--- config.mk ---
export PLATFORM = sky130hd
export DESIGN_NAME = edge_job_control
export DESIGN_NICKNAME = d
export VERILOG_FILES = /design/src/design/edge_job_pkg.sv /design/src/design/cacheline_stream.sv /design/src/design/edge_job_control.sv /design/src/design/edge_read_sequencer.sv /design/src/design/sync_fifo.sv
export SDC_FILE = /design/constraint.sdc
export NUM_CORES = 2
export LEC_CHECK = 0
export CORE_MARGIN = 3
export CORE_UTILIZATION = 55
export CTS_CLUSTER_DIAMETER = 150
export CTS_CLUSTER_SIZE = 28
export DETAILED_ROUTE_END_ITERATION = 8
export DONT_BUFFER_PORTS = 1
export GPL_TIMING_DRIVEN = 0
export PLACE_DENSITY = 0.7
export REMOVE_ABC_BUFFERS = 1
export SYNTH_ARGS = -nofsm -noshare
export SYNTH_HDL_FRONTEND = slang
export SYNTH_SLANG_ARGS = --single-unit
--- constraint.sdc ---
create_clock -name clock -period 18.05 [get_ports clock]
set_input_delay 3.61 -clock clock [delete_from_list [all_inputs] [get_ports clock]]
set_output_delay 3.61 -clock clock [all_outputs]
set_load 0.02 [all_outputs]
--- src/design/edge_job_pkg.sv ---
// edge job shared types

package edge_job_pkg;

	////////////////////
	// widths and sizes
	////////////////////

	localparam int ADDR_W     = 32;
	localparam int WORD_W     = 32;
	localparam int EDGE_BYTES = 4;
	localparam int CL_BYTES   = 16;
	localparam int CL_EDGES   = CL_BYTES / EDGE_BYTES;
	localparam int CNT_W      = 16;
	localparam int EDGE_ID_W  = 16;

	// derived field widths
	localparam int OFF_W   = $clog2(CL_EDGES);
	localparam int LCNT_W  = $clog2(CL_EDGES + 1);
	localparam int SIZE_W  = 12;
	localparam int CU_ID_W = 8;

	typedef logic [WORD_W-1:0] word_t;

	typedef enum logic [1:0] {
		ARRAY_SRC,
		ARRAY_DEST,
		ARRAY_WEIGHT
	} array_sel_e;

	typedef enum logic [2:0] {
		SEQ_RESET,
		SEQ_INIT,
		SEQ_WAIT,
		SEQ_CALC,
		SEQ_IDLE,
		SEQ_SRC,
		SEQ_DEST,
		SEQ_WEIGHT
	} seq_state_e;

	////////////////////
	// bundles
	////////////////////

	typedef struct packed {
		logic             valid;
		logic [CNT_W-1:0] id;
		logic [CNT_W-1:0] edges_idx;
		logic [CNT_W-1:0] degree;
	} vertex_job_t;

	typedef struct packed {
		logic              valid;
		logic [ADDR_W-1:0] src_base;
		logic [ADDR_W-1:0] dest_base;
		logic [ADDR_W-1:0] weight_base;
	} wed_t;

	typedef struct packed {
		logic               valid;
		array_sel_e         array_sel;
		logic [ADDR_W-1:0]  address;
		logic [SIZE_W-1:0]  size;
		logic [CU_ID_W-1:0] cu_id;
		logic [OFF_W-1:0]   offset;
		logic [LCNT_W-1:0]  count;
	} read_cmd_t;

	typedef struct packed {
		logic                 valid;
		array_sel_e           array_sel;
		logic [OFF_W-1:0]     offset;
		logic [LCNT_W-1:0]    count;
		word_t [CL_EDGES-1:0] data;
	} data_line_t;

	typedef struct packed {
		logic                 valid;
		logic [EDGE_ID_W-1:0] id;
		word_t                src;
		word_t                dest;
		word_t                weight;
	} edge_job_t;

	// power of two covering count elements, at most one cacheline
	function automatic logic [SIZE_W-1:0] request_size(input logic [CNT_W-1:0] count);
		logic [SIZE_W-1:0] size;
		int                bytes;
		bytes = int'(count) * EDGE_BYTES;
		size  = SIZE_W'(1);
		for (int i = 0; i < $clog2(CL_BYTES); i++) begin
			if (int'(size) < bytes)
				size = size << 1;
		end
		return size;
	endfunction

endpackage

--- src/design/cacheline_stream.sv ---
// cacheline word stream
`timescale 1ns/100ps

module cacheline_stream #(
	parameter edge_job_pkg::array_sel_e ARRAY = edge_job_pkg::ARRAY_SRC
) (
	input  logic                     clock,
	input  logic                     rstn,
	input  edge_job_pkg::data_line_t read_data,
	input  logic                     start_shift,
	output edge_job_pkg::word_t      word,
	output logic                     pending,
	output logic                     valid
);

	import edge_job_pkg::*;

	word_t [CL_EDGES-1:0] line;
	logic [OFF_W-1:0]     idx;
	logic [LCNT_W-1:0]    left;
	logic                 load;
	logic                 shift;

	// only lines for this array are taken
	assign load  = read_data.valid && (read_data.array_sel == ARRAY);
	assign shift = start_shift && pending;

	always_ff @(posedge clock or negedge rstn) begin
		if (!rstn) begin
			pending <= 1'b0;
			valid   <= 1'b0;
			idx     <= '0;
			left    <= '0;
		end else begin
			valid <= shift;
			if (load) begin
				idx     <= read_data.offset;
				left    <= read_data.count;
				pending <= (read_data.count != '0);
			end else if (shift) begin
				idx  <= idx + 1'b1;
				left <= left - 1'b1;
				// last useful word of the line
				if (left == LCNT_W'(1))
					pending <= 1'b0;
			end
		end
	end

	always_ff @(posedge clock) begin
		if (load)
			line <= read_data.data;
		if (shift)
			word <= line[idx];
	end

	// a new round is issued only after every stream has drained
	a_no_load_pending : assert property (@(posedge clock) disable iff (!rstn)
		load |-> !pending)
		else $error("cacheline_stream: line loaded while pending");

endmodule

--- src/design/edge_job_control.sv ---
// edge job controller top
`timescale 1ns/100ps

module edge_job_control #(
	parameter int CU_ID           = 0,
	parameter int EDGE_FIFO_DEPTH = 16
) (
	input  logic                      clock,
	input  logic                      rstn,
	input  edge_job_pkg::vertex_job_t vertex_job,
	input  edge_job_pkg::wed_t        wed,
	input  edge_job_pkg::data_line_t  read_data,
	input  logic                      cmd_ready,
	input  logic                      edge_request,
	output edge_job_pkg::read_cmd_t   read_cmd,
	output edge_job_pkg::edge_job_t   edge_job,
	output logic                      edge_fifo_empty
);

	import edge_job_pkg::*;

	read_cmd_t            cmd_push;
	logic                 cmd_empty;
	logic                 cmd_pop;
	logic                 start_shift;
	logic                 edge_alfull;
	word_t                src_word;
	word_t                dest_word;
	word_t                weight_word;
	logic                 src_pending;
	logic                 dest_pending;
	logic                 weight_pending;
	logic                 src_valid;
	logic                 dest_valid;
	logic                 weight_valid;
	logic                 any_pending;
	logic                 all_valid;
	logic                 edge_in_flight;
	edge_job_t            edge_q;
	logic [EDGE_ID_W-1:0] edge_id;

	assign any_pending = src_pending || dest_pending || weight_pending;
	assign all_valid   = src_valid && dest_valid && weight_valid;
	// edges between the streams and the FIFO are not yet in its count
	assign edge_in_flight = src_valid || dest_valid || weight_valid || edge_q.valid;
	assign cmd_pop        = cmd_ready && !cmd_empty;

	edge_read_sequencer #(
		.CU_ID(CU_ID)
	) u_sequencer (
		.clock           (clock),
		.rstn            (rstn),
		.vertex_job      (vertex_job),
		.wed             (wed),
		.read_data_valid (read_data.valid),
		.cmd_fifo_empty  (cmd_empty),
		.edge_fifo_alfull(edge_alfull || edge_in_flight),
		.streams_pending (any_pending),
		.cmd_push        (cmd_push),
		.start_shift     (start_shift)
	);

	////////////////////
	// cacheline streams
	////////////////////

	cacheline_stream #(.ARRAY(ARRAY_SRC)) u_src_stream (
		.clock      (clock),
		.rstn       (rstn),
		.read_data  (read_data),
		.start_shift(start_shift),
		.word       (src_word),
		.pending    (src_pending),
		.valid      (src_valid)
	);

	cacheline_stream #(.ARRAY(ARRAY_DEST)) u_dest_stream (
		.clock      (clock),
		.rstn       (rstn),
		.read_data  (read_data),
		.start_shift(start_shift),
		.word       (dest_word),
		.pending    (dest_pending),
		.valid      (dest_valid)
	);

	cacheline_stream #(.ARRAY(ARRAY_WEIGHT)) u_weight_stream (
		.clock      (clock),
		.rstn       (rstn),
		.read_data  (read_data),
		.start_shift(start_shift),
		.word       (weight_word),
		.pending    (weight_pending),
		.valid      (weight_valid)
	);

	////////////////////
	// edge assembly
	////////////////////

	always_ff @(posedge clock or negedge rstn) begin
		if (!rstn) begin
			edge_q  <= '0;
			edge_id <= '0;
		end else if (all_valid) begin
			edge_q  <= '{valid: 1'b1, id: edge_id, src: src_word,
				dest: dest_word, weight: weight_word};
			edge_id <= edge_id + 1'b1;
		end else begin
			edge_q.valid <= 1'b0;
		end
	end

	sync_fifo #(
		.WIDTH      ($bits(edge_job_t)),
		.DEPTH      (EDGE_FIFO_DEPTH),
		.ALFULL_FREE(CL_EDGES)
	) u_edge_fifo (
		.clock   (clock),
		.rstn    (rstn),
		.push    (edge_q.valid),
		.data_in (edge_q),
		.pop     (edge_request),
		.data_out(edge_job),
		.full    (),
		.alfull  (edge_alfull),
		.empty   (edge_fifo_empty)
	);

	// holds one round of three commands
	sync_fifo #(
		.WIDTH      ($bits(read_cmd_t)),
		.DEPTH      (4),
		.ALFULL_FREE(1)
	) u_cmd_fifo (
		.clock   (clock),
		.rstn    (rstn),
		.push    (cmd_push.valid),
		.data_in (cmd_push),
		.pop     (cmd_pop),
		.data_out(read_cmd),
		.full    (),
		.alfull  (),
		.empty   (cmd_empty)
	);

endmodule

--- src/design/edge_read_sequencer.sv ---
// edge read sequencer
`timescale 1ns/100ps

module edge_read_sequencer #(
	parameter int CU_ID = 0
) (
	input  logic                      clock,
	input  logic                      rstn,
	input  edge_job_pkg::vertex_job_t vertex_job,
	input  edge_job_pkg::wed_t        wed,
	input  logic                      read_data_valid,
	input  logic                      cmd_fifo_empty,
	input  logic                      edge_fifo_alfull,
	input  logic                      streams_pending,
	output edge_job_pkg::read_cmd_t   cmd_push,
	output logic                      start_shift
);

	import edge_job_pkg::*;

	localparam int CL_SHIFT   = $clog2(CL_BYTES);
	localparam int EDGE_SHIFT = $clog2(EDGE_BYTES);

	seq_state_e state;
	seq_state_e next_state;

	vertex_job_t         vertex_q;
	logic                new_vertex;
	logic                done;
	logic                accept;
	logic                send_ready;
	logic [CNT_W-1:0]    remaining;
	logic [2:0]          outstanding;
	logic [ADDR_W-1:0]   byte_offset;
	logic [ADDR_W-1:0]   aligned;
	logic [CL_SHIFT-1:0] remainder;
	logic [LCNT_W-1:0]   line_room;
	logic [LCNT_W-1:0]   take;
	logic [SIZE_W-1:0]   req_size;
	logic [OFF_W-1:0]    req_offset;
	logic [LCNT_W-1:0]   req_count;

	////////////////////
	// vertex acceptance
	////////////////////

	// a held vertex is taken again only under a new id
	assign accept = done && vertex_job.valid &&
		(!vertex_q.valid || (vertex_q.id != vertex_job.id));

	assign send_ready = cmd_fifo_empty && !streams_pending && (outstanding == '0) &&
		!edge_fifo_alfull && (remaining != '0);

	assign start_shift = streams_pending && (outstanding == '0);

	// words left before the cacheline boundary
	assign line_room = LCNT_W'((CL_BYTES - int'(remainder)) >> EDGE_SHIFT);
	assign take      = (remaining < CNT_W'(line_room)) ? LCNT_W'(remaining) : line_room;

	////////////////////
	// command FSM
	////////////////////

	always_comb begin
		next_state = state;
		case (state)
			SEQ_RESET  : if (wed.valid) next_state = SEQ_INIT;
			SEQ_INIT   : if (new_vertex && (vertex_q.degree != '0)) next_state = SEQ_WAIT;
			SEQ_WAIT   : if (send_ready) next_state = SEQ_CALC;
			SEQ_CALC   : next_state = SEQ_IDLE;
			SEQ_IDLE   : next_state = SEQ_SRC;
			SEQ_SRC    : next_state = SEQ_DEST;
			SEQ_DEST   : next_state = SEQ_WEIGHT;
			SEQ_WEIGHT : next_state = (remaining != '0) ? SEQ_WAIT : SEQ_INIT;
			default    : next_state = SEQ_RESET;
		endcase
	end

	always_ff @(posedge clock or negedge rstn) begin
		if (!rstn) begin
			state       <= SEQ_RESET;
			vertex_q    <= '0;
			new_vertex  <= 1'b0;
			done        <= 1'b1;
			remaining   <= '0;
			outstanding <= '0;
		end else begin
			state       <= next_state;
			outstanding <= outstanding + 3'(cmd_push.valid) - 3'(read_data_valid);
			case (state)
				SEQ_INIT : begin
					if (new_vertex) begin
						new_vertex <= 1'b0;
						remaining  <= vertex_q.degree;
						done       <= (vertex_q.degree == '0);
					end
				end
				SEQ_CALC   : remaining <= remaining - CNT_W'(take);
				SEQ_WEIGHT : if (remaining == '0) done <= 1'b1;
				default    : ;
			endcase
			if (accept) begin
				vertex_q   <= vertex_job;
				new_vertex <= 1'b1;
				done       <= 1'b0;
			end
		end
	end

	// address and size of the current round
	always_ff @(posedge clock) begin
		case (state)
			SEQ_INIT : begin
				if (new_vertex)
					byte_offset <= ADDR_W'(vertex_q.edges_idx) << EDGE_SHIFT;
			end
			SEQ_WAIT : begin
				remainder <= byte_offset[CL_SHIFT-1:0];
				aligned   <= {byte_offset[ADDR_W-1:CL_SHIFT], {CL_SHIFT{1'b0}}};
			end
			SEQ_CALC : begin
				// misaligned start pulls in the whole line
				req_size   <= (remainder != '0) ? SIZE_W'(CL_BYTES) : request_size(remaining);
				req_count  <= take;
				req_offset <= OFF_W'(remainder >> EDGE_SHIFT);
			end
			SEQ_WEIGHT : byte_offset <= aligned + ADDR_W'(CL_BYTES);
			default    : ;
		endcase
	end

	always_comb begin
		cmd_push        = '0;
		cmd_push.size   = req_size;
		cmd_push.cu_id  = CU_ID_W'(CU_ID);
		cmd_push.offset = req_offset;
		cmd_push.count  = req_count;
		case (state)
			SEQ_SRC : begin
				cmd_push.valid     = 1'b1;
				cmd_push.array_sel = ARRAY_SRC;
				cmd_push.address   = wed.src_base + aligned;
			end
			SEQ_DEST : begin
				cmd_push.valid     = 1'b1;
				cmd_push.array_sel = ARRAY_DEST;
				cmd_push.address   = wed.dest_base + aligned;
			end
			SEQ_WEIGHT : begin
				cmd_push.valid     = 1'b1;
				cmd_push.array_sel = ARRAY_WEIGHT;
				cmd_push.address   = wed.weight_base + aligned;
			end
			default : ;
		endcase
	end

	// memory returns only what was asked for
	a_no_underflow : assert property (@(posedge clock) disable iff (!rstn)
		read_data_valid |-> (outstanding != '0))
		else $error("edge_read_sequencer: response with nothing outstanding");

	// every code of the state register is a named state
	a_state_range : assert property (@(posedge clock) disable iff (!rstn)
		!$isunknown(state))
		else $error("edge_read_sequencer: state out of range");

endmodule

--- src/design/sync_fifo.sv ---
// synchronous FIFO
`timescale 1ns/100ps

module sync_fifo #(
	parameter int WIDTH       = 8,
	parameter int DEPTH       = 4,
	parameter int ALFULL_FREE = 1
) (
	input  logic             clock,
	input  logic             rstn,
	input  logic             push,
	input  logic [WIDTH-1:0] data_in,
	input  logic             pop,
	output logic [WIDTH-1:0] data_out,
	output logic             full,
	output logic             alfull,
	output logic             empty
);

	localparam int PTR_W = (DEPTH > 1) ? $clog2(DEPTH) : 1;

	logic [WIDTH-1:0] mem [DEPTH];
	logic [PTR_W-1:0] wr_ptr;
	logic [PTR_W-1:0] rd_ptr;
	logic [PTR_W:0]   count;
	logic             do_push;
	logic             do_pop;

	assign do_push = push && !full;
	assign do_pop  = pop && !empty;
	assign full    = (int'(count) == DEPTH);
	assign empty   = (count == '0);
	assign alfull  = (DEPTH - int'(count)) < ALFULL_FREE;

	always_ff @(posedge clock) begin
		if (do_push)
			mem[wr_ptr] <= data_in;
	end

	// output word is zero between pops, so its valid bit reads as a strobe
	always_ff @(posedge clock or negedge rstn) begin
		if (!rstn) begin
			wr_ptr   <= '0;
			rd_ptr   <= '0;
			count    <= '0;
			data_out <= '0;
		end else begin
			if (do_push)
				wr_ptr <= (int'(wr_ptr) == DEPTH - 1) ? '0 : wr_ptr + 1'b1;
			if (do_pop) begin
				rd_ptr   <= (int'(rd_ptr) == DEPTH - 1) ? '0 : rd_ptr + 1'b1;
				data_out <= mem[rd_ptr];
			end else begin
				data_out <= '0;
			end
			count <= count + (PTR_W+1)'(do_push) - (PTR_W+1)'(do_pop);
		end
	end

	// writers are expected to check free space before pushing
	a_no_push_full : assert property (@(posedge clock) disable iff (!rstn) push |-> !full)
		else $error("sync_fifo: push while full");

	a_no_pop_empty : assert property (@(posedge clock) disable iff (!rstn) pop |-> !empty)
		else $error("sync_fifo: pop while empty");

endmodule

Word-level counts from Yosys, hierarchy flattened
Memories as Yosys holds them, arrays and structs flattened.
Index checks and enable logic that the tools add are counted.
{ "word_totals": {"wordCells": 243, "ram_bits": 2016, "regBits": 977, "mem_count": 2, "in_bits": 286, "output_inout_bits": 174} }
{ "classes": {"n_reduce_logical": 64, "eq_ne": 25, "muxes": 62, "n_addsub": 24, "magnitude_cmp": 9} }
{ "mem_list": {"columns": ["name", "depth", "width", "rd", "rd_clocked_by_memory_dff", "wr", "line", "source"], "rows": [
  ["u_edge_fifo.mem", 16, 113, 1, 0, 1, "sync_fifo.sv:22", "logic [WIDTH-1:0] mem [DEPTH];"],
  ["u_cmd_fifo.mem", 4, 52, 1, 0, 1, "sync_fifo.sv:22", null]
]} }
{ "ops": {"columns": ["cell", "n"], "rows": [
  ["32-bit binary-select mux with 2-bit select", 3],
  ["32-bit two-way mux", 4],
  ["113-bit two-way mux", 1],
  ["35-bit case mux with 3 select lines", 1],
  ["32-bit adder", 3],
  ["12-bit two-way mux", 6],
  ["32-bit case mux with 2 select lines", 1],
  ["60-bit two-way mux", 1],
  ["12-bit by 18-bit < comparator with 1-bit output", 3],
  ["32-bit by 5-bit adder with 32-bit output (second input constant)", 1],
  ["16-bit logical NOT", 2],
  ["32-bit by 4-bit < comparator with 1-bit output (second input constant)", 1],
  ["16-bit case mux with 2 select lines", 1],
  ["16-bit nonzero test", 2],
  ["3-bit two-way mux", 10],
  ["3-bit case mux with 8 select lines", 1],
  ["1-bit logical AND", 21],
  ["2-bit two-way mux", 10],
  ["1-bit two-way mux", 19],
  ["1-bit by 18-bit < comparator with 1-bit output (first input constant)", 1],
  ["2-bit nonzero test", 9],
  ["16-bit by 1-bit adder with 16-bit output (second input constant)", 1],
  ["16-bit by 3-bit < comparator with 1-bit output", 1],
  ["16-bit two-way mux", 1],
  ["34 further kinds", 80]
]} }

Depth between registers and ports, before layout
{ "depth": {"word_depth": 11, "depth_mapped": 17, "ltp_nobuf": 16} }

By module
Synthesis repeated with hierarchy kept, for this count alone.
{ "unflattened": {"hier_cells": 6034, "hier_area_um2": 115002.8} }
{ "modules_own_cells": {"columns": ["module", "instances", "seq_area_each_um2", "cells_per_inst", "area_each_um2"], "rows": [
  ["sync_fifo (u_edge_fifo)", 1, 57445.1, 3348, 72404.4],
  ["cacheline_stream (u_dest_stream ...)", 2, 4979.8, 238, 5982.0],
  ["sync_fifo (u_cmd_fifo)", 1, 8883.5, 551, 10968.0],
  ["edge_read_sequencer", 1, 3930.0, 881, 8745.9],
  ["cacheline_stream (u_src_stream)", 1, 4979.8, 235, 5982.0],
  ["edge_job_control", 1, 3228.1, 543, 4938.5]
]} }

Worst setup path before layout
Ideal clock, no wire load.
{ "synth_timing": {"path_kind": "flip-flop to flip-flop", "from": "register u_edge_fifo.count[3]", "to": "memory u_edge_fifo.mem[3][0] in the netlist's numbering (enable)", "path_stages_with_launch": 9, "period_less_slack_ps": 9927, "required_ps": 17327, "setup_slack_ps": 8123, "arrival_time_ps": 9204, "path_buffers": 1, "setup_time_ps": 723, "path_cell_list": "dfrtp_1 > inv_1 > ha_1 > and3_1 > ha_1 > nor2b_1 > clkbuf_1 > nand2_1 > nor3_1"} }
{ "synth_via": {"elab_chain_cells": 5} }
{ "synth_rtl": {"columns": ["item", "line", "source"], "rows": [
  ["start, declared", "sync_fifo.sv:25", "logic [PTR_W:0] count;"],
  ["start signal, assigned", "sync_fifo.sv:56", "count <= count + (PTR_W+1)'(do_push) - (PTR_W+1)'(do_pop);"],
  ["5-bit equality test", "sync_fifo.sv:31", "assign full = (int'(count) == DEPTH);"],
  ["1-bit logical NOT", "sync_fifo.sv:29", "assign do_push = push && !full;"],
  ["1-bit logical AND", "sync_fifo.sv:29", null],
  ["net u_edge_fifo.do_push", "sync_fifo.sv:26", "logic do_push;"],
  ["1-bit two-way mux", "sync_fifo.sv:36", "if (do_push)"],
  ["1-bit two-way mux (implied by the code)", "sync_fifo.sv:37", "mem[wr_ptr] <= data_in;"],
  ["end, declared", "sync_fifo.sv:22", null]
]} }
The timed path passes the listed nets, and every way through them passes these cells.

==> summary.txt <==
STA
  – Hold Fails Final Rpt: 0
  – Max Clock Freq: 162.2 MHz
  – Worst max-slew margin expressed relative to the limit: 6.682%
  – Final worst path period share: 34.15%
  – Worst Max-Slew Pin Slew: 1.400 ns
  – RSZ-0062 raised after global routing: false
  – Finish-stage setup viols: 0
  – Count of final max-slew check failures: 0
  – Worst-case clock skew: 0.04674 ns
  – Post-Route Setup TNS: 0 ns
  – Clock period minus worst slack: 6.164 ns
  – Worst Hold Margin: 0.4232 ns

Floorplanning
  – Die span in y: 456.6 um
  – Initial cell density of the core: 55.58%
  – Core Box Area: 200900 um2
  – I/O pins: 460
  – Chip Width: 456.6 um
  – Total die area: 208500 um2
  – Row Count: 164

Routing
  – DRC viols: 0
  – Drt initial violations: 5387
  – Ratio of routed vias to standard cells: 6.263
  – Post-route antenna net violation count: 0
  – Total number of vias: 51401
  – DRT Pass-1 Iters: 6
  – Wirelength, routed: 250300 um
  – Routed length per placed instance: 30.50 um

Worst hold path
  – Hold path depth: 0
  – Tightest Hold Check Type: flip-flop to flip-flop

Critical path
  – CP Launch Point: wed[5]
  – Critical path's largest stage delay: 0.74 ns
  – Top cell family by delay on the critical path: compound AO/OA/AOI/OAI gates
  – Data required time at the worst endpoint: 18.60 ns
  – Register-to-register setup slack: 13.23 ns
  – End point of the critical path: u_cmd_fifo.mem[0][40]
  – Worst-path cell with the longest stage delay: a221oi_1
  – Critical path startpoint category: primary input
  – R2r worst-path depth: 10
  – Arrival time reported for the critical path endpoint: 6.72 ns
  – Buffers and inverters on the worst path: 0
  – Worst reg2reg startpoint: u_sequencer.state[1]
  – Critical path class: primary input to flip-flop
  – Cell Chain, Critical Path: mux2i_1, o21ai_0, ha_1, a211oi_1, o21bai_1, o21a_1, a221oi_1, nand3_1, nand3_1, mux2_2
  – Number of cells on the critical path: 10
  – Endpoint of the most critical register-to-register path: u_cmd_fifo.mem[0][40]
  – Maximum fanout encountered on the critical timing path: 4
  – Critical Path Most Common Cell: nand3_1
  – Crit path capture type: flip-flop

Clock tree
  – CTS tree: yes
  – Clock tree root driver cell: clkbuf_16
  – Clock slew at the register clock pins of the worst setup and hold paths: 0.11 ns
  – Number of clock sinks: 2939
  – Postcts setup bufs: 0
  – Total of cells resized after clock tree synthesis: 0
  – Number of buffers created by CTS: 115
  – Post-CTS Hold Buffers: 0
  – Clk_lat worst skew: 0.83 ns
  – Maximum buffer depth of the clock tree: 3
  – Total number of H-tree levels: 3

Layout
  – Layout Area Growth over Synthesis: 8.899%
  – Post-route cell area: 121600 um2
  – Total Nets Final: 5792
  – Fraction of layout instances using a drive strength above 1: 20.90%

Global route
  – Largest net degree at the start of global routing: 402
  – Number of antenna violations at the first check in global routing: 12
  – Number of global-route vias before repair: 52880
  – Overflow after GRT: 0
  – Wire length of the first global-routing pass: 367300 um
  – Overall Global Routing Usage: 24.14%

Run status
  – Run status: finished clean

Placed design
  – Detail Placement HPWL: 156500 um
  – Number of port buffers: 0
  – Final GP Congestion: 0.8291
  – Dpl cell area: 118100 um2

Synthesis
  – Yosys warns: 0
  – Count of flip-flops with a built-in enable after synthesis: 2538
  – Sequential cell area fraction in the yosys report: 77.24%
  – Most instantiated flip-flop cell in the synthesis netlist: edfxtp_1
  – Flip-flop and latch count after synthesis: 2939
  – Mapped Avg Cell Area: 20.87 um2
  – Async S/R FF share, synth: 13.64%
  – Post-synthesis cell type count: 58
  – Instance count of the mapped netlist: 5351
  – Post-synthesis cell area: 111700 um2

Pwr
  – Leakage power: 42.48 nW
  – IR drop worst, VDD: 0.0001098 V
  – Power per standard cell area: 129.1 nW/um2

Job
  – Max cap viols: 0
==> per-stage QoR <==
| stage | power [mW] | instances | setup slack [ns] | utilization [%] |
|---|---|---|---|---|
| detailed placement | 12.69 | 7976 | 11.22 | 58.80 |
| floorplan | 12.22 | 5102 | -0.7679 | - |
| global placement | 13.80 | 7758 | -9.307 | 56.74 |
| finish | 15.70 | 8207 | 11.89 | 60.53 |
| global route | 16.40 | 8202 | 11.74 | 60.52 |
| CTS | 15.86 | 8196 | 12.11 | 60.51 |
==> registers in the layout, summed over array words and instances, names as in the netlist, 16 cells and up <==
signal                   cells
u_dest_stream.word          32
u_weight_stream.line       128
u_sequencer.byte_offset     30
edge_id                     16
edge_q                     113
u_sequencer.remaining       16
u_cmd_fifo.mem             180
u_src_stream.word           32
u_sequencer.aligned         28
u_dest_stream.line         128
u_weight_stream.word        32
u_edge_fifo.mem           1808
u_cmd_fifo.data_out         45
u_edge_fifo.data_out       113
u_src_stream.line          128
u_sequencer.vertex_q        49
==> logic make-up after synthesis <==
group / after synthesis / synth area share, %
AOI/OAI and AO/OA: 228 / 1.253
other: 1 / 0.003358
and+or+nand+nor: 912 / 3.784
xor gates and xnor gates: 89 / 0.6981
DFF: 2939 / 77.24
buffers and inverters: 320 / 1.130
adders and majority gates: 69 / 0.8068
muxes: 793 / 15.08
==> synth_stat cells (4+ instances only) <==
library cell | instances | area share [%]
edfxtp_1 | 2538 | 68
dfrtp_1 | 400 | 9.0
a21o_1 | 19 | 0.13
a21oi_1 | 43 | 0.19
or4_1 | 5 | 0.034
nand4_1 | 20 | 0.11
xor2_1 | 33 | 0.26
buf_4 | 15 | 0.10
nand2b_1 | 14 | 0.078
nand2_1 | 490 | 1.6
nand3b_1 | 8 | 0.054
ha_1 | 64 | 0.72
nor3_1 | 33 | 0.15
o21ai_0 | 96 | 0.43
clkbuf_1 | 179 | 0.60
mux4_2 | 706 | 14
o21a_1 | 15 | 0.10
nor2_1 | 79 | 0.27
o211ai_1 | 6 | 0.040
nor3b_1 | 4 | 0.027
nand3_1 | 37 | 0.17
a22oi_1 | 4 | 0.027
nor4_1 | 12 | 0.067
buf_1 | 67 | 0.23
fa_1 | 5 | 0.090
a31oi_1 | 7 | 0.039
mux2i_1 | 33 | 0.30
inv_1 | 52 | 0.17
and2_1 | 126 | 0.71
nor2b_1 | 56 | 0.31
a211oi_1 | 8 | 0.054
mux2_2 | 54 | 0.54
or3_1 | 11 | 0.062
and3_1 | 11 | 0.062
xnor2_1 | 56 | 0.44
==> worst min-delay path by stage <==
| stage | from | to | slack (ns) |
|---|---|---|---|
| final | u_sequencer.byte_offset[4] | u_sequencer.aligned[4] | 0.42 |
| after CTS | u_sequencer.byte_offset[4] | u_sequencer.aligned[4] | 0.42 |
| after floorplan | u_sequencer.byte_offset[10] | u_sequencer.aligned[10] | 0.40 |
| after detailed placement | u_sequencer.byte_offset[14] | u_sequencer.aligned[14] | 0.40 |
| after global placement | u_sequencer.byte_offset[21] | u_sequencer.aligned[21] | 0.40 |
| after global routing | u_sequencer.byte_offset[14] | u_sequencer.aligned[14] | 0.44 |
==> layout make-up <==
cell class | instances | area, um2
repair buffers | 218 | 3941
well taps | 2656 | 3323
multi-input cells | 2107 | 24360
flip-flops and latches | 2939 | 86290
clock buffers | 215 | 3338
diodes | 11 | 27.53
fillers | 13741 | 79290
inverters | 56 | 230.2
clock inverters | 5 | 91.34
==> where the power goes <==
| part | switching, mW | internal, mW | leakage (nW) |
|---|---|---|---|
| Sequential | 0.706 | 8.07 | 30.6 |
| Clock | 1.96 | 1.27 | 1.62 |
| Combinational | 1.91 | 1.79 | 10.2 |
| Total | 4.57 | 11.1 | 42.5 |
==> per-layer routing <==
| layer | track usage, % | wire length, um | up-vias |
|---|---|---|---|
| li1 | - | - | 21447 |
| met1 | 33.57 | 98220 | 27852 |
| met2 | 40.71 | 128900 | 1851 |
| met3 | 3.113 | 15930 | 251 |
| met4 | 7.027 | 7277 | 0 |
| met5 | 0 | 0 | - |
==> placed cells by master (no fill, tap or decap), types with 68 or more instances in the layout <==
cell,netlist,layout
edfxtp_1,2538,2538
mux4_2,706,706
nand2_1,490,487
dfrtp_1,400,387
and2_1,126,121
clkbuf_16,0,119
o21ai_0,96,96
clkbuf_1,179,96
buf_12,0,83
buf_6,0,68
==> worst register-to-register path: stages (launching register included) <==
cell and delay [ns]:
dfrtp_1 0.60, nand2_2 0.62, o21ai_0 0.63, ha_1 0.33, a211oi_1 0.26, o21bai_1 0.15
o21a_1 0.26, a221oi_1 0.74, nand3_1 0.35, nand3_1 0.19, mux2_2 0.39
Note: power is estimated with default switching activity, not from simulation.
